===== config.mk =====
export PLATFORM = sky130hd
export DESIGN_NAME = game_top
export DESIGN_NICKNAME = d
export VERILOG_FILES = /design/src/hw/game_pkg.sv /design/src/hw/key_decode.sv /design/src/hw/player_move.sv /design/src/hw/pixel_writer.sv /design/src/hw/game_sequencer.sv /design/src/hw/game_top.sv
export VERILOG_INCLUDE_DIRS = /design/src /design/src/hw
export SDC_FILE = /design/constraint.sdc
export NUM_CORES = 1
export LEC_CHECK = 0
export BUFFER_PORTS_ARGS = -buffer_cell sky130_fd_sc_hd__buf_2
export CAP_MARGIN = 20
export CORE_MARGIN = 2
export CORE_UTILIZATION = 45
export DETAILED_ROUTE_END_ITERATION = 6
export PLACE_DENSITY = 0.62
export SLEW_MARGIN = 0
export SYNTH_ARGS = -nofsm -noshare
export SYNTH_HDL_FRONTEND = slang
export SYNTH_SLANG_ARGS = --single-unit

===== constraint.sdc =====
create_clock -name clock -period 7 [get_ports clock]
set_input_delay 1.4 -clock clock [delete_from_list [all_inputs] [get_ports clock]]
set_output_delay 1.4 -clock clock [all_outputs]
set_load 0.02 [all_outputs]

===== src/hw/game_defs.svh =====
`ifndef GAME_DEFS_SVH
`define GAME_DEFS_SVH

// Frame buffer geometry
`define SCREEN_W    160
`define SCREEN_H    120
`define FB_WORDS    (`SCREEN_W * `SCREEN_H)

`define TILE_SIZE   8
`define GRID_W      20      // Tiles across
`define GRID_H      15      // Tiles down
`define HOME_X      10
`define HOME_Y      7

// PS/2 set 2 make codes
`define KEY_UP      8'h1D
`define KEY_LEFT    8'h1C
`define KEY_DOWN    8'h1B
`define KEY_RIGHT   8'h23
`define KEY_START   8'h5A
`define KEY_QUIT    8'h76

// 4:4:4 RGB
`define COLOR_GREETING    12'h00F
`define COLOR_GAME_OVER   12'hF00
`define COLOR_BACKGROUND  12'h000
`define COLOR_PLAYER      12'hFF0

`endif


===== src/hw/game_pkg.sv =====
package game_pkg;

    typedef logic [11:0] color_t;       // 4 bits per channel
    typedef logic [14:0] fb_addr_t;     // Row * SCREEN_W + column
    typedef logic [7:0]  scan_code_t;
    typedef logic [4:0]  tile_x_t;
    typedef logic [3:0]  tile_y_t;

    typedef enum logic [2:0] {
        DIR_NONE,
        DIR_UP,
        DIR_LEFT,
        DIR_DOWN,
        DIR_RIGHT
    } dir_t;

    typedef enum logic [1:0] {
        PHASE_GREETING,
        PHASE_PLAYING,
        PHASE_GAME_OVER
    } game_phase_t;

    // Sequencer steps, shared by all phases
    typedef enum logic [2:0] {
        STEP_FILL,
        STEP_FILL_WAIT,
        STEP_WAIT_START,
        STEP_MOVE,
        STEP_DRAW,
        STEP_DRAW_WAIT
    } frame_step_t;

endpackage


===== src/hw/key_decode.sv =====
`include "game_defs.svh"

module key_decode import game_pkg::*; (
    input  logic       clock,
    input  logic       resetn,
    input  scan_code_t last_key_received,
    input  logic       key_strobe,
    input  logic       start_ack,
    input  logic       quit_ack,
    input  logic       move,
    output dir_t       pending_dir,
    output logic       start_pending,
    output logic       quit_pending
);

    always_ff @(posedge clock) begin
        if (!resetn) begin
            pending_dir   <= DIR_NONE;
            start_pending <= 1'b0;
            quit_pending  <= 1'b0;
        end else begin
            // Acknowledges first, so a key on the same edge overrides them
            if (move)
                pending_dir <= DIR_NONE;
            if (quit_ack)
                quit_pending <= 1'b0;
            if (start_ack) begin
                // A new game starts with no stale requests
                start_pending <= 1'b0;
                quit_pending  <= 1'b0;
                pending_dir   <= DIR_NONE;
            end

            if (key_strobe) begin
                case (last_key_received)
                    `KEY_UP:    pending_dir <= DIR_UP;
                    `KEY_LEFT:  pending_dir <= DIR_LEFT;
                    `KEY_DOWN:  pending_dir <= DIR_DOWN;
                    `KEY_RIGHT: pending_dir <= DIR_RIGHT;
                    `KEY_START: start_pending <= 1'b1;
                    `KEY_QUIT:  quit_pending <= 1'b1;
                    default: ;  // Unknown codes dropped
                endcase
            end
        end
    end

endmodule


===== src/hw/player_move.sv =====
`include "game_defs.svh"

module player_move import game_pkg::*; (
    input  logic    clock,
    input  logic    resetn,
    input  logic    home,
    input  logic    move,
    input  dir_t    pending_dir,
    output tile_x_t tile_x,
    output tile_y_t tile_y
);

    always_ff @(posedge clock) begin
        if (!resetn || home) begin
            tile_x <= tile_x_t'(`HOME_X);
            tile_y <= tile_y_t'(`HOME_Y);
        end else if (move) begin
            // One tile per move, blocked at the grid border
            case (pending_dir)
                DIR_UP: begin
                    if (tile_y != '0)
                        tile_y <= tile_y - 1'b1;
                end
                DIR_DOWN: begin
                    if (tile_y < tile_y_t'(`GRID_H - 1))
                        tile_y <= tile_y + 1'b1;
                end
                DIR_LEFT: begin
                    if (tile_x != '0)
                        tile_x <= tile_x - 1'b1;
                end
                DIR_RIGHT: begin
                    if (tile_x < tile_x_t'(`GRID_W - 1))
                        tile_x <= tile_x + 1'b1;
                end
                default: ;          // DIR_NONE stays put
            endcase
        end
    end

endmodule


===== src/hw/pixel_writer.sv =====
`include "game_defs.svh"

module pixel_writer import game_pkg::*; (
    input  logic     clock,
    input  logic     resetn,
    input  logic     fill_start,
    input  logic     tile_start,
    input  color_t   fill_color,
    input  tile_x_t  tile_x,
    input  tile_y_t  tile_y,
    output color_t   data,
    output fb_addr_t addr,
    output logic     wren,
    output logic     draw_done
);

    logic     fill_active;
    logic     tile_active;
    logic     fill_last;
    logic [5:0] tile_idx;       // Pixel on the port, row in [5:3], column in [2:0]
    logic [5:0] next_idx;
    fb_addr_t tile_base;
    fb_addr_t start_base;
    fb_addr_t next_tile_addr;

    // Top-left pixel of the tile
    assign start_base = fb_addr_t'(tile_y * (`TILE_SIZE * `SCREEN_W) + tile_x * `TILE_SIZE);

    assign next_idx       = tile_idx + 6'd1;
    assign next_tile_addr = fb_addr_t'(tile_base + next_idx[5:3] * `SCREEN_W + next_idx[2:0]);
    assign fill_last      = (addr == fb_addr_t'(`FB_WORDS - 1));

    // Job control
    always_ff @(posedge clock) begin
        if (!resetn) begin
            fill_active <= 1'b0;
            tile_active <= 1'b0;
            wren        <= 1'b0;
            draw_done   <= 1'b0;
        end else begin
            draw_done <= 1'b0;
            if (fill_start) begin
                fill_active <= 1'b1;
                tile_active <= 1'b0;
                wren        <= 1'b1;
            end else if (tile_start) begin
                fill_active <= 1'b0;
                tile_active <= 1'b1;
                wren        <= 1'b1;
            end else if (fill_active) begin
                if (fill_last) begin
                    fill_active <= 1'b0;
                    wren        <= 1'b0;
                end else if (addr == fb_addr_t'(`FB_WORDS - 2)) begin
                    draw_done <= 1'b1;  // Lines up with the final write
                end
            end else if (tile_active) begin
                if (tile_idx == 6'd63) begin
                    tile_active <= 1'b0;
                    wren        <= 1'b0;
                end else if (tile_idx == 6'd62) begin
                    draw_done <= 1'b1;
                end
            end
        end
    end

    // Write port payload
    always_ff @(posedge clock) begin
        if (fill_start) begin
            addr <= '0;
            data <= fill_color;
        end else if (tile_start) begin
            addr      <= start_base;
            tile_base <= start_base;
            tile_idx  <= '0;
            data      <= `COLOR_PLAYER;
        end else if (fill_active && !fill_last) begin
            addr <= addr + 1'b1;
        end else if (tile_active && tile_idx != 6'd63) begin
            tile_idx <= next_idx;
            addr     <= next_tile_addr;
        end
    end

endmodule


===== src/hw/game_sequencer.sv =====
`include "game_defs.svh"

module game_sequencer import game_pkg::*; (
    input  logic        clock,
    input  logic        resetn,
    input  logic        start_pending,
    input  logic        quit_pending,
    input  logic        draw_done,
    output game_phase_t game_phase,
    output logic        start_ack,
    output logic        quit_ack,
    output logic        home,
    output logic        move,
    output logic        fill_start,
    output logic        tile_start,
    output color_t      fill_color
);

    frame_step_t step;

    // Each phase clears the screen in its own color
    always_comb begin
        case (game_phase)
            PHASE_PLAYING:   fill_color = `COLOR_BACKGROUND;
            PHASE_GAME_OVER: fill_color = `COLOR_GAME_OVER;
            default:         fill_color = `COLOR_GREETING;
        endcase
    end

    always_ff @(posedge clock) begin
        if (!resetn) begin
            game_phase <= PHASE_GREETING;
            step       <= STEP_FILL;
            start_ack  <= 1'b0;
            quit_ack   <= 1'b0;
            home       <= 1'b0;
            move       <= 1'b0;
            fill_start <= 1'b0;
            tile_start <= 1'b0;
        end else begin
            // All strobes last one cycle
            start_ack  <= 1'b0;
            quit_ack   <= 1'b0;
            home       <= 1'b0;
            move       <= 1'b0;
            fill_start <= 1'b0;
            tile_start <= 1'b0;

            case (step)
                STEP_FILL: begin
                    fill_start <= 1'b1;
                    step       <= STEP_FILL_WAIT;
                end

                STEP_FILL_WAIT: begin
                    if (draw_done) begin
                        case (game_phase)
                            PHASE_PLAYING: step <= STEP_MOVE;
                            PHASE_GAME_OVER: begin
                                game_phase <= PHASE_GREETING;
                                step       <= STEP_FILL;
                            end
                            default: step <= STEP_WAIT_START;
                        endcase
                    end
                end

                // Greeting screen holds until start is pressed
                STEP_WAIT_START: begin
                    if (start_pending) begin
                        start_ack  <= 1'b1;
                        home       <= 1'b1;
                        game_phase <= PHASE_PLAYING;
                        step       <= STEP_FILL;
                    end
                end

                STEP_MOVE: begin
                    move <= 1'b1;       // Also clears the pending direction
                    step <= STEP_DRAW;
                end

                STEP_DRAW: begin
                    tile_start <= 1'b1; // Position already updated by now
                    step       <= STEP_DRAW_WAIT;
                end

                // End of frame, quit is only honoured here
                STEP_DRAW_WAIT: begin
                    if (draw_done) begin
                        if (quit_pending) begin
                            quit_ack   <= 1'b1;
                            game_phase <= PHASE_GAME_OVER;
                        end
                        step <= STEP_FILL;
                    end
                end

                default: step <= STEP_FILL;
            endcase
        end
    end

endmodule


===== src/hw/game_top.sv =====
module game_top import game_pkg::*; (
    input  logic        clock,
    input  logic        resetn,
    input  scan_code_t  last_key_received,
    input  logic        key_strobe,
    output color_t      data,
    output fb_addr_t    addr,
    output logic        wren,
    output game_phase_t game_phase
);

    dir_t    pending_dir;
    logic    start_pending;
    logic    quit_pending;
    logic    start_ack;
    logic    quit_ack;
    logic    home;
    logic    move;
    logic    fill_start;
    logic    tile_start;
    logic    draw_done;
    color_t  fill_color;
    tile_x_t tile_x;
    tile_y_t tile_y;

    key_decode key_decode_i (
        .clock             (clock),
        .resetn            (resetn),
        .last_key_received (last_key_received),
        .key_strobe        (key_strobe),
        .start_ack         (start_ack),
        .quit_ack          (quit_ack),
        .move              (move),
        .pending_dir       (pending_dir),
        .start_pending     (start_pending),
        .quit_pending      (quit_pending)
    );

    game_sequencer game_sequencer_i (
        .clock         (clock),
        .resetn        (resetn),
        .start_pending (start_pending),
        .quit_pending  (quit_pending),
        .draw_done     (draw_done),
        .game_phase    (game_phase),
        .start_ack     (start_ack),
        .quit_ack      (quit_ack),
        .home          (home),
        .move          (move),
        .fill_start    (fill_start),
        .tile_start    (tile_start),
        .fill_color    (fill_color)
    );

    player_move player_move_i (
        .clock       (clock),
        .resetn      (resetn),
        .home        (home),
        .move        (move),
        .pending_dir (pending_dir),
        .tile_x      (tile_x),
        .tile_y      (tile_y)
    );

    // Only block that touches the frame buffer
    pixel_writer pixel_writer_i (
        .clock      (clock),
        .resetn     (resetn),
        .fill_start (fill_start),
        .tile_start (tile_start),
        .fill_color (fill_color),
        .tile_x     (tile_x),
        .tile_y     (tile_y),
        .data       (data),
        .addr       (addr),
        .wren       (wren),
        .draw_done  (draw_done)
    );

endmodule


* After elaboration in Yosys (flattened, before gate mapping) *
Index checks and enable logic that the tools add are counted.

word-level totals
  input port bits = 11
  bits in registers = 76
  output and inout port bits = 30
  logic and storage cells = 157

operators by class
  multiplexer cells = 61
  add/sub/neg operators = 9
  magnitude comparators = 2
  multiply operators = 2
  equality and inequality tests = 34
  bitwise operators = 2
  reduce and logical (&&, ||, !) cells = 27

operators with widths
  cell                                            number
  2-to-1 mux 15 bit                               3
  2-to-1 mux 1 bit                                32
  == test 15 bit (second input constant)          2
  == test 8 x 5 -> 1 bit (second input constant)  3
  2-to-1 mux 12 bit                               2
  one-hot mux 12 bit (2 select lines)             1
  2-to-1 mux 3 bit                                6
  one-hot mux 3 bit (6 select lines)              1
  == test 8 x 7 -> 1 bit (second input constant)  2
  adder 15 x 1 -> 15 bit (second input constant)  1
  adder 15 x 11 -> 15 bit                         1
  adder 15 x 3 -> 15 bit                          1
  adder 15 x 8 -> 15 bit                          1
  != test 2 x 1 -> 1 bit (second input constant)  7
  == test 3 x 2 -> 1 bit (second input constant)  4
  == test 6 bit (second input constant)           2
  2-to-1 mux 6 bit                                2
  one-hot mux 3 bit (4 select lines)              1
  AND reduction 3 bit                             4
  nonzero test 4 bit                              3
  2-to-1 mux 2 bit                                5
  2-to-1 mux 5 bit                                2
  one-hot mux 5 bit (2 select lines)              1
  == test 3 bit (second input constant)           3
  33 further kinds                                47

* Logic depth before layout (Yosys ltp) *
Gate-level depths: netlist of run 1.

  word-level depth = 7
  depth in mapped cells = 13
  mapped depth without buffers = 12

* By module *
A second synthesis of run 1 with hierarchy kept.

second synthesis, totals
  cells, all modules = 455
  area total of the unflattened synthesis = 4385.5 um^2

by module, submodules not included
  module          cells each  area each (um^2)  sequential area each (um^2)  times used
  pixel_writer    296         2925.3            1281.2                       1
  player_move     70          640.6             180.2                        1
  game_sequencer  53          501.7             200.2                        1
  key_decode      36          317.8             100.1                        1

* Worst setup path before layout of run 1 *
Ideal clock, no wire load.

  path kind = register -> register
  start = register pixel_writer_i.tile_idx[0]
  end = register pixel_writer_i.addr[12]
  clock period less this slack = 2775 ps
  slack = 4225 ps
  cell stages (with the launch flop) = 13
  setup time = 121 ps
  data arrival time = 2654 ps
  path buffers = 0
  required time = 6879 ps
  cell sequence = edfxtp_1 -> ha_1 -> nand3_1 -> xor2_1 -> inv_1 -> ha_1 -> ha_1 -> ha_1 -> o211ai_1 -> a2bb2oi_1 -> a21oi_1 -> nor3b_1 -> o2bb2ai_1

on the way
  longest elaborated chain between the ends = 7
  elaborated cells on any way between the ends = 10
  those cells by class = 3 x add/sub; 1 x mul; 1 x eq/ne; 3 x mux; 2 x reduce/logical

RTL lines
  what                                  line                text
  start: declaration                    pixel_writer.sv:20  logic [5:0] tile_idx;
  start signal: assignment              pixel_writer.sv:81  tile_idx <= next_idx;
  adder 6 x 1 -> 6 bit                  pixel_writer.sv:29  assign next_idx = tile_idx + 6'd1;
  named net pixel_writer_i.next_idx[4]  pixel_writer.sv:21  logic [5:0] next_idx;
  multiplier 3 x 3 -> 6 bit (no line)   n/a
  adder 15 x 11 -> 15 bit (no line)     n/a
  adder 15 x 3 -> 15 bit                pixel_writer.sv:30  assign next_tile_addr = fb_addr_t'(tile_base + next_idx[5:3] * `SCREEN_W + next_idx[2:0]);
  2-to-1 mux 15 bit                     pixel_writer.sv:80  end else if (tile_active && tile_idx != 6'd63) begin
  2-to-1 mux 15 bit                     pixel_writer.sv:78  end else if (fill_active && !fill_last) begin
  2-to-1 mux 15 bit                     pixel_writer.sv:73  end else if (tile_start) begin
  end signal: assignment                pixel_writer.sv:74  addr <= start_base;
  end signal: assignment                pixel_writer.sv:79  addr <= addr + 1'b1;
  end signal: assignment                pixel_writer.sv:82  addr <= next_tile_addr;
  end: declaration                      pixel_writer.sv:12  output fb_addr_t addr,

The timed path passes the listed nets, and every way through them passes these cells. The select of a mux whose other input is x is not followed.
A chain may end at the register's enable or synchronous reset.

* Worst setup path in the final report of run 1 *
  start = register pixel_writer_i.tile_idx[0]
  end = register pixel_writer_i.addr[13]

The elaborated chain is that of the path after synthesis.

==> flow_summary_export.csv, run 1 <==
group,metric,value,unit
clock_tree,ctsLongestPathBuffers,2,
drt,drt_first_iter_violations,205,
clock_tree,cts_htree_levels,3,
worst_setup_path,critical_path.max_fanout,5,
place,gpl.final_weighted_congestion,0.863,
synth,synth_seq_area_share,0.378,
final_layout,fin_cells,575,
worst_setup_path,critical_path.top_delay_family,"adder cells",
drt,detail_route.wl_per_cell,16.6,um
die,io_pins,41,
final_layout,finalNetCount,502,
synth,yosys.cell_count.top_type,"dfxtp_1",
synth,synthTopCellsByArea,"dfxtp_1 22%, edfxtp_1 16%, ha_1 7.9%, a21oi_1 3.8%, nor2_1 3.5%",
synth,ys_types,68,
synth,asyncSetResetFlopFracSynth,0,
synth,synth_top_area_frac,0.218,
power_and_ir_drop,worst_ir_drop_on_vdd,0.0819,mV
clock_tree,resized_gates_after_cts,0,
worst_setup_path,worstSetupPathType,"flip-flop to flip-flop",
place,placement.io_buffers,40,
synth,synth_enable_flop_cells,21,
worst_setup_path,cp_cell_sequence,"ha_1 -> nand3_1 -> xor2_1 -> inv_1 -> ha_1 -> ha_1 -> ha_1 -> o21ai_0 -> a21oi_1 -> o21ai_0 -> nor4b_1 -> nor4_1",
place,dp_hpwl,7090,um
outcome,status,"complete, no violations",
synth,postSynthAreaPerCell,9.12,sq um
clock_tree,post_cts_buffers,0,
synth,post-synth-top-area-cell,"dfxtp_1",
grt,first_pass_grt_wire_length,16200,um
synth,netlist_instances,432,
synth,yosysWarningCount,0,
drt,drc_errors,0,
synth,netlist_top_cells_count,"43 x dfxtp_1, 37 x nor2_1, 30 x a21oi_1",
sta,fin_tns_setup,0,ns
sta,timing.final.crit_share,0.452,
die,chipWidth,97.6,um
power_and_ir_drop,p_leak,1.68,nW
die,placeableCoreArea,0.00859,sq mm
drt,drt_pre_antenna_iters,4,
drt,wl,9530,um
synth,yosys_register_bits,64,
die,die_h,97.6,um
die,rows,34,
drt,detail_route.vias_per_cell,5.76,
worst_setup_path,timing.critical_path.to_type,"flip-flop",
clock_tree,cts.hold.buffers_added,0,
drt,antenna_violating_nets_remaining,0,
clock_tree,clkSinkCount,64,
worst_setup_path,cp_slowest_cell,"edfxtp_1",
sta,timing.max_slew.rel_slack,0.522,
synth,syn-cell-area,0.00394,sq mm
worst_setup_path,critical-path-max-stage-delay,0.44,ns
power_and_ir_drop,cellPowerDensity,184,mW/mm^2
worst_setup_path,critPathMostFrequentCell,"ha_1",
grt,gr-usage-all-layers,0.212,
sta,worstMarginPinSlew,0.716,ns
die,floorplan.initialDensity,0.459,
die,floorplan_die_area,0.00952,sq mm
grt,globalRouteOverflowTotal,0,
sta,minimum_period_implied_by_the_final_worst_setup_slack,3.16,ns
sta,grt_setup_unrepaired,"no",
sta,slew_violations,0,
final_layout,final_layout_size_suffix_gt1_frac,0.135,
grt,largest_net_degree_at_the_start_of_global_routing,20,
grt,via_count_of_the_first_global_routing_pass,3240,
drt,vias,3312,
worst_hold_path,worstHoldPathType,"flip-flop to flip-flop",
final_layout,diodes_inserted,0,
clock_tree,ctsRootBufferMaster,"clkbuf_8",
sta,final_count_of_hold_timing_violations,0,
sta,setup-violations-final,0,
grt,grt_antenna_before_repair,0,
synth,synth.net_count,472,
worst_setup_path,critical_path_required,7.25,ns
sta,clock_skew,0.00670,ns
sta,max_clock_freq,316,MHz
worst_setup_path,cp_num_buf_inv,1,
clock_tree,cts_inserted_buffers,9,
job,max_cap_violations,0,
clock_tree,clk_pin_slew,0.07,ns
clock_tree,tritoncts,"yes",
place,placedCellCount,559,
worst_setup_path,critical_path.startpoint_type,"flip-flop",
final_layout,area_growth,9.94,%
worst_setup_path,worst_ep_arrival_time,3.41,ns
clock_tree,clk-insertion-delay-late,0.34,ns
synth,ys_dominant_reg_cell,"dfxtp_1",
[stage by stage]
stage | power (mW) | instance area [sq um] | util | worst slack (ns) | hold slack [ns]
2_1_floorplan | 0.484 | 3940 | - | 4.22 | 0.442
3_3_place_gp | 0.512 | 4150 | 0.483 | 4.01 | 0.467
3_5_place_dp | 0.513 | 4150 | 0.483 | 3.88 | 0.467
4_1_cts | 0.807 | 4330 | 0.504 | 3.85 | 0.480
5_1_grt | 0.838 | 4330 | 0.504 | 3.52 | 0.505
6_report | 0.799 | 4330 | 0.504 | 3.84 | 0.480
[tightest hold or removal path, delay by kind of cell, from the launching register on]
family | cells | cell delay (ns)
AO/OA/AOI/OAI | 1 | 0.05
flip-flops | 1 | 0.33
AND/OR/NAND/NOR | 1 | 0.06
[power by group]
| part | internal, mW | leakage, nW | switching [mW] |
|---|---|---|---|
| Combinational | 0.0342 | 1.04 | 0.0513 |
| Sequential | 0.394 | 0.549 | 0.0251 |
| Clock | 0.148 | 0.0902 | 0.146 |
| Total | 0.577 | 1.68 | 0.222 |
[final timing paths]
check                                            from                                     to  slack, ns  cells after the start
min             key_decode_i.start_pending$_SDFF_PN0_  key_decode_i.start_pending$_SDFF_PN0_       0.48                      2
max reg2reg  pixel_writer_i.tile_idx[0]$_SDFFCE_PP0P_   pixel_writer_i.addr[13]$_SDFFE_PP0P_       3.84                     12
min reg2reg     key_decode_i.start_pending$_SDFF_PN0_  key_decode_i.start_pending$_SDFF_PN0_       0.48                      2
max          pixel_writer_i.tile_idx[0]$_SDFFCE_PP0P_   pixel_writer_i.addr[13]$_SDFFE_PP0P_       3.84                     12
[cells by family after synthesis]
kind of cell / synth area share
AND/OR/NAND/NOR: 0.214
AO/OA/AOI/OAI: 0.195
flip-flops: 0.378
buffers and inverters: 0.0587
adder cells (fa/ha/maj): 0.0997
XOR/XNOR: 0.0467
multiplexers: 0.00762
[layout by cell type, fill, tap and decap left out, drive strengths merged, types with 4 or more instances in the layout]
cell type and count:
and2 4, buf 43, a21o 6, fa 4, ha 25, clkinv 5
xor2 11, clkbuf 11, o21a 7, nor3 8, nor3b 8, a21oi 30
nand2 28, nand4 7, nor2 37, nand3 20, nor4 6, nor2b 4
nand2b 8, a211o 4, dfxtp 43, a211oi 7, a31oi 6, o21ai 19
xnor2 10, o211ai 5, edfxtp 21, or3 5, inv 20
[cell type report]
type                    count  area (sq um)
fillers                   818          4260
clock buffers              11           153
multi-input cells         322          2220
inverters                  22          82.6
repair buffers             43           223
well taps                 108           135
clock inverters             5          30.0
flip-flops and latches     64          1490
[registers in the layout, summed over array words and instances (netlist names), 2 cells and up]
name / flops
pixel_writer_i.tile_base: 12
pixel_writer_i.data: 3
pixel_writer_i.addr: 15
pixel_writer_i.tile_idx: 6
player_move_i.tile_y: 4
key_decode_i.pending_dir: 3
game_sequencer_i.game_phase: 2
game_sequencer_i.step: 3
player_move_i.tile_x: 5
[metal layers]
layer,track usage,part of all wire
met1,0.280,0.46
met2,0.355,0.49
met3,0.0432,0.036
met4,0.0534,0.010
met5,0,0
Power figures use the tool's default switching activity.
==> run 2: changes to the inputs <==
PLACE_DENSITY = 0.64   (was 0.62)
clock period = 2.7 ns   (was 7 ns; I/O delays follow)
==> flow_summary_export.csv, run 2 (same netlist as run 1, synthesis figures left out) <==
group,metric,value,unit
outcome,status,"complete, no violations",
drt,detail_route.vias_per_cell,5.70,
worst_setup_path,critical_path.startpoint_type,"flip-flop",
power_and_ir_drop,cellPowerDensity,464,mW/mm^2
die,io_pins,41,
worst_setup_path,worstSetupPathType,"flip-flop to flip-flop",
die,placeableCoreArea,0.00859,sq mm
sta,slew_violations,0,
worst_setup_path,reg_to_reg_startpoint,"pixel_writer_i.tile_idx[0]$_SDFFCE_PP0P_",
die,die_h,97.6,um
sta,layout_setup_ws,0.0763,ns
clock_tree,cts_htree_levels,3,
final_layout,layout.cells.most_common_list,"43 x dfxtp_1, 40 x buf_2, 36 x nor2_1, 36 x buf_4",
die,floorplan.initialDensity,0.459,
worst_hold_path,worstHoldPathType,"input port to flip-flop",
place,placedCellCount,583,
sta,worstMarginPinSlew,0.529,ns
final_layout,area_growth,20.4,%
grt,largest_net_degree_at_the_start_of_global_routing,17,
clock_tree,ctsRootBufferMaster,"clkbuf_8",
worst_setup_path,cp_slowest_cell,"edfxtp_1",
final_layout,top_register,"pixel_writer_i.addr",
final_layout,final.fill_count,809,
power_and_ir_drop,p_leak,1.87,nW
place,dp_hpwl,7270,um
power_and_ir_drop,net-switching-power,0.624,mW
worst_setup_path,cp_cell_sequence,"nand3_2 -> nor2_2 -> xor2_1 -> ha_2 -> ha_4 -> ha_4 -> ha_4 -> o211ai_1 -> a2bb2oi_2 -> a21oi_1 -> nor3b_1 -> o2bb2ai_1",
clock_tree,tritoncts,"yes",
drt,drt_first_iter_violations,231,
place,pre_cts_ws,-0.135,ns
worst_setup_path,timing.critical_path.to_type,"flip-flop",
power_and_ir_drop,swShare,0.283,
worst_hold_path,min-delay-start,"last_key_received[3]",
clock_tree,cts.hold.buffers_added,0,
place,gpl.final_weighted_congestion,0.893,
power_and_ir_drop,worst_ir_drop_on_vdd,0.224,mV
drt,drc_errors,0,
power_and_ir_drop,internal_power,1.58,mW
power_and_ir_drop,p_clk_frac,0.399,
worst_setup_path,length_in_cells_of_the_worst_reg_to_reg_path,12,
worst_setup_path,timing.reg2reg.setup_slack,0.08,ns
sta,clock_skew,0.00813,ns
drt,detail_route.wl_per_cell,16.5,um
clock_tree,cts_inserted_buffers,9,
power_and_ir_drop,seq_power_share,0.488,
sta,grt_setup_unrepaired,"yes",
place,placement.io_buffers,40,
clock_tree,ctsLongestPathBuffers,2,
final_layout,diodes_inserted,0,
clock_tree,clkSinkCount,64,
drt,vias,3468,
clock_tree,clk_pin_slew,0.08,ns
sta,minimum_period_implied_by_the_final_worst_setup_slack,2.62,ns
sta,timing.max_slew.rel_slack,0.644,
worst_setup_path,crit_path_end,"pixel_writer_i.addr[12]$_SDFFE_PP0P_",
grt,grt_antenna_before_repair,0,
drt,drt_pre_antenna_iters,4,
drt,antenna_violating_nets_remaining,0,
job,max_cap_violations,0,
die,rows,34,
grt,first_pass_grt_wire_length,16300,um
worst_setup_path,critical_path.max_fanout,5,
final_layout,layout.cell_area.non_filler,0.00475,sq mm
worst_setup_path,critPathMostFrequentCell,"ha_4",
die,chipWidth,97.6,um
sta,max_clock_freq,381,MHz
clock_tree,clk-insertion-delay-late,0.34,ns
final_layout,largest_register_ff_count,15,
final_layout,final_layout_size_suffix_gt1_frac,0.230,
die,floorplan_die_area,0.00952,sq mm
final_layout,fin_cells,608,
worst_setup_path,critical_path.startpoint,"pixel_writer_i.tile_idx[0]$_SDFFCE_PP0P_",
grt,globalRouteOverflowTotal,0,
sta,final_count_of_hold_timing_violations,0,
drt,wl,10000,um
final_layout,most_frequent_standard_cell_in_the_layout_excluding_fill_and_tap_cells,"dfxtp_1",
worst_setup_path,r2r_end,"pixel_writer_i.addr[12]$_SDFFE_PP0P_",
grt,via_count_of_the_first_global_routing_pass,3298,
sta,setup-violations-final,0,
final_layout,finish.utilization,0.552,
final_layout,finalNetCount,535,
worst_setup_path,critical-path-max-stage-delay,0.40,ns
place,dpl-instance-area,0.00434,sq mm
worst_setup_path,worst_ep_arrival_time,2.85,ns
power_and_ir_drop,comb_power_share,0.114,
final_layout,largestRegisters,"pixel_writer_i.addr x15, pixel_writer_i.tile_base x12, pixel_writer_i.tile_idx x6",
worst_setup_path,critical_path_required,2.93,ns
grt,gr-usage-all-layers,0.212,
sta,timing.final.crit_share,0.972,
==> run 2: cell types whose count changed in the layout (fill, tap and decap cells not counted), sizes merged <==
cell	delta
inv	+3
buf	+33
clkinvlp	-2
clkinv	-1
==> run 2: what timing repair did <==
item / 4_1_cts / 5_1_grt
setup buffers: 2 / 7
gates resized for setup: 6 / 16
endpoints found under the setup margin: 5 / 6
pin swaps: 5 / 9
==> run 2: per-stage QoR <==
| step | setup TNS (ns) | hold WS (ns) | power (mW) |
|---|---|---|---|
| final | 0 | 0.404 | 2.20 |
| after global routing | -0.333 | 0.401 | 2.28 |
| after CTS | 0 | 0.395 | 2.22 |
| after detailed placement | -0.306 | 0.471 | 1.35 |
| after global placement | -0.0156 | 0.467 | 1.34 |
| after floorplan | 0 | 0.442 | 1.26 |
==> run 2: area by class of cell <==
cell class | count | area (sq um) | area share
clock buffer | 11 | 174 | 0.0366
sequential | 64 | 1490 | 0.314
timing repair buffer | 76 | 470 | 0.0991
multi-input combinational | 322 | 2350 | 0.495
clock inverter | 5 | 41.3 | 0.00870
inverter | 22 | 82.6 | 0.0174
tap | 108 | 135 | 0.0285
==> run 2: worst min-delay path by stage <==
stage                                                 end  slack [ns]  depth (start not counted)
global placement    key_decode_i.start_pending$_SDFF_PN0_        0.47                          2
detailed placement       pixel_writer_i.wren$_SDFFE_PN0P_        0.47                          2
finish               key_decode_i.quit_pending$_SDFF_PN0_        0.40                          2
floorplan            game_sequencer_i.quit_ack$_SDFF_PN0_        0.44                          2
global route         key_decode_i.quit_pending$_SDFF_PN0_        0.40                          2
CTS                  key_decode_i.quit_pending$_SDFF_PN0_        0.40                          2
==> run 2: power by group through the flow <==
stage | clock (mW) | sequential (mW) | combinational (mW)
floorplan | 0 | 1.12 | 0.137
global placement | 0 | 1.09 | 0.249
detailed placement | 0 | 1.10 | 0.251
CTS | 0.895 | 1.07 | 0.252
global route | 0.931 | 1.08 | 0.272
finish | 0.878 | 1.07 | 0.251
==> run 2: per-layer routing <==
metal / vias up / part of all wire / GRT usage
li1: 1728 / - / -
met1: 1621 / 0.45 / 0.284
met2: 101 / 0.48 / 0.342
met3: 18 / 0.049 / 0.0324
met4: 0 / 0.020 / 0.0855
met5: - / 0 / 0
==> run 2: critical path, delay by kind of cell, from the launching register on <==
family          cells  cell delay, ns
fa+ha+maj           4            0.81
flops               1            0.40
simple gates        3            0.49
compound gates      4            0.60
xor+xnor            1            0.22
==> run 3: changes to the inputs <==
REMOVE_ABC_BUFFERS = 1   (was not set)
SLEW_MARGIN = not set   (was 0)
==> flow_summary_export.csv, run 3 (same netlist as run 1, synthesis figures left out) <==
group,metric,value,unit
power_and_ir_drop,p_leak,1.86,nW
final_layout,diodes_inserted,0,
sta,grt_setup_unrepaired,"yes",
grt,via_count_of_the_first_global_routing_pass,3287,
final_layout,finalNetCount,535,
drt,drc_errors,0,
clock_tree,cts.hold.buffers_added,0,
clock_tree,cts_htree_levels,3,
sta,timing.max_slew.rel_slack,0.619,
sta,final_count_of_hold_timing_violations,0,
die,io_pins,41,
worst_setup_path,length_in_cells_of_the_worst_reg_to_reg_path,13,
worst_hold_path,worstHoldPathType,"input port to flip-flop",
worst_setup_path,critical_path.startpoint,"pixel_writer_i.tile_idx[0]$_SDFFCE_PP0P_",
final_layout,sequential_cell_area,0.00149,sq mm
worst_setup_path,timing.reg2reg.setup_slack,0.07,ns
drt,detail_route.wl_per_cell,16.7,um
sta,timing.final.crit_share,0.974,
drt,wl,10200,um
die,floorplan_die_area,0.00952,sq mm
final_layout,largest_register_ff_count,15,
grt,first_pass_grt_wire_length,16100,um
clock_tree,cts_inserted_buffers,9,
final_layout,final.fill_count,786,
power_and_ir_drop,worst_ir_drop_on_vdd,0.252,mV
sta,clock_skew,0.0107,ns
clock_tree,ctsLongestPathBuffers,2,
worst_setup_path,r2r_end,"pixel_writer_i.addr[14]$_SDFFE_PP0P_",
worst_setup_path,reg_to_reg_startpoint,"pixel_writer_i.tile_idx[0]$_SDFFCE_PP0P_",
grt,gr-usage-all-layers,0.212,
place,dp_hpwl,7370,um
grt,grt_antenna_before_repair,0,
clock_tree,clkSinkCount,64,
clock_tree,tritoncts,"yes",
worst_setup_path,timing.critical_path.to_type,"flip-flop",
final_layout,layout.cells.most_common_list,"43 x dfxtp_1, 40 x buf_2, 36 x nor2_1",
final_layout,most_frequent_standard_cell_in_the_layout_excluding_fill_and_tap_cells,"dfxtp_1",
die,die_h,97.6,um
die,placeableCoreArea,0.00859,sq mm
final_layout,area_growth,20.3,%
final_layout,fin_cells,608,
final_layout,area_of_combinational_cells_with_multiple_inputs,0.00237,sq mm
clock_tree,clk_pin_slew,0.07,ns
drt,drt_first_iter_violations,169,
sta,max_clock_freq,380,MHz
grt,largest_net_degree_at_the_start_of_global_routing,17,
sta,minimum_period_implied_by_the_final_worst_setup_slack,2.63,ns
worst_hold_path,min-delay-start,"last_key_received[3]",
clock_tree,ctsRootBufferMaster,"clkbuf_8",
job,max_cap_violations,0,
drt,vias,3529,
place,placedCellCount,586,
sta,worstMarginPinSlew,0.566,ns
final_layout,top_register,"pixel_writer_i.addr",
place,gpl.final_weighted_congestion,0.975,
clock_tree,clk-insertion-delay-late,0.35,ns
die,chipWidth,97.6,um
drt,drt_pre_antenna_iters,5,
grt,globalRouteOverflowTotal,0,
worst_setup_path,worst_ep_arrival_time,2.86,ns
outcome,status,"complete, no violations",
drt,detail_route.vias_per_cell,5.80,
final_layout,final_layout_size_suffix_gt1_frac,0.230,
worst_setup_path,critical_path.startpoint_type,"flip-flop",
worst_setup_path,critical_path_required,2.93,ns
worst_setup_path,crit_path_end,"pixel_writer_i.addr[14]$_SDFFE_PP0P_",
power_and_ir_drop,cellPowerDensity,448,mW/mm^2
worst_setup_path,critical_path.max_fanout,5,
sta,slew_violations,0,
sta,setup-violations-final,0,
place,placement.io_buffers,40,
worst_setup_path,worstSetupPathType,"flip-flop to flip-flop",
drt,antenna_violating_nets_remaining,0,
die,floorplan.initialDensity,0.459,
die,rows,34,
final_layout,largestRegisters,"pixel_writer_i.addr x15, pixel_writer_i.tile_base x12, pixel_writer_i.tile_idx x6",
sta,fin_tns_setup,0,ns
[run 3: cell types whose count changed in the layout (fill, tap and decap cells not counted), moves of 2 or more]
cell / previous run / this run
clkbuf_16: 2 / 0
clkinv_2: 0 / 2
inv_6: 2 / 0
xor2_2: 0 / 2
[run 3: where the power goes]
part,internal [mW],switching [mW]
Combinational,0.109,0.158
Clock,0.421,0.371
Sequential,1.02,0.0409
Total,1.55,0.570
[run 3: metal layers]
| metal | vias to the layer above | track usage | share of wire |
|---|---|---|---|
| li1 | 1728 | - | - |
| met1 | 1666 | 0.273 | 0.44 |
| met2 | 116 | 0.353 | 0.49 |
| met3 | 19 | 0.0460 | 0.055 |
| met4 | 0 | 0.0684 | 0.019 |
| met5 | - | 0 | 0 |
[run 3: critical path, stage by stage, from the launching register on]
cell and delay, ns:
edfxtp_1 0.38, buf_6 0.13, nand3_4 0.10, nor2_4 0.13, xor2_2 0.18, ha_2 0.23
ha_4 0.15, ha_4 0.20, ha_4 0.28, nor2_1 0.05, nand4b_1 0.20, a21oi_2 0.18
xor2_1 0.08, a41o_1 0.23
[run 3: what timing repair did]
action	in CTS	in global routing
setup buffers	0	6
pin swaps	2	10
gates cloned	0	0
gates resized for setup	6	23
endpoints found under the hold margin	0	0
endpoints found under the setup margin	6	7
[run 3: cell type report]
class                      instances  area share
clock inverter                     6      0.0127
timing repair buffer              76       0.100
inverter                          22      0.0174
tap                              108      0.0285
clock buffer                      10      0.0269
multi-input combinational        322       0.500
sequential                        64       0.315
[run 3: metrics by stage]
step | area, sq um | hold WS [ns] | setup WS (ns) | utilization | power (mW)
floorplan | 3790 | 0.442 | -0.0756 | - | 1.24
global placement | 4350 | 0.464 | -0.0366 | 0.507 | 1.35
detailed placement | 4350 | 0.472 | -0.141 | 0.507 | 1.35
CTS | 4590 | 0.413 | 0.0235 | 0.534 | 2.14
global route | 4740 | 0.403 | -0.0471 | 0.552 | 2.21
finish | 4740 | 0.416 | 0.0714 | 0.552 | 2.12
[run 3: worst min-delay path by stage]
stage	slack, ns	endpoint	depth (start not counted)
finish	0.42	key_decode_i.quit_pending$_SDFF_PN0_	2
global route	0.40	key_decode_i.quit_pending$_SDFF_PN0_	2
CTS	0.41	key_decode_i.quit_pending$_SDFF_PN0_	2
detailed placement	0.47	key_decode_i.start_pending$_SDFF_PN0_	2
global placement	0.46	key_decode_i.start_pending$_SDFF_PN0_	2
floorplan	0.44	game_sequencer_i.quit_ack$_SDFF_PN0_	2
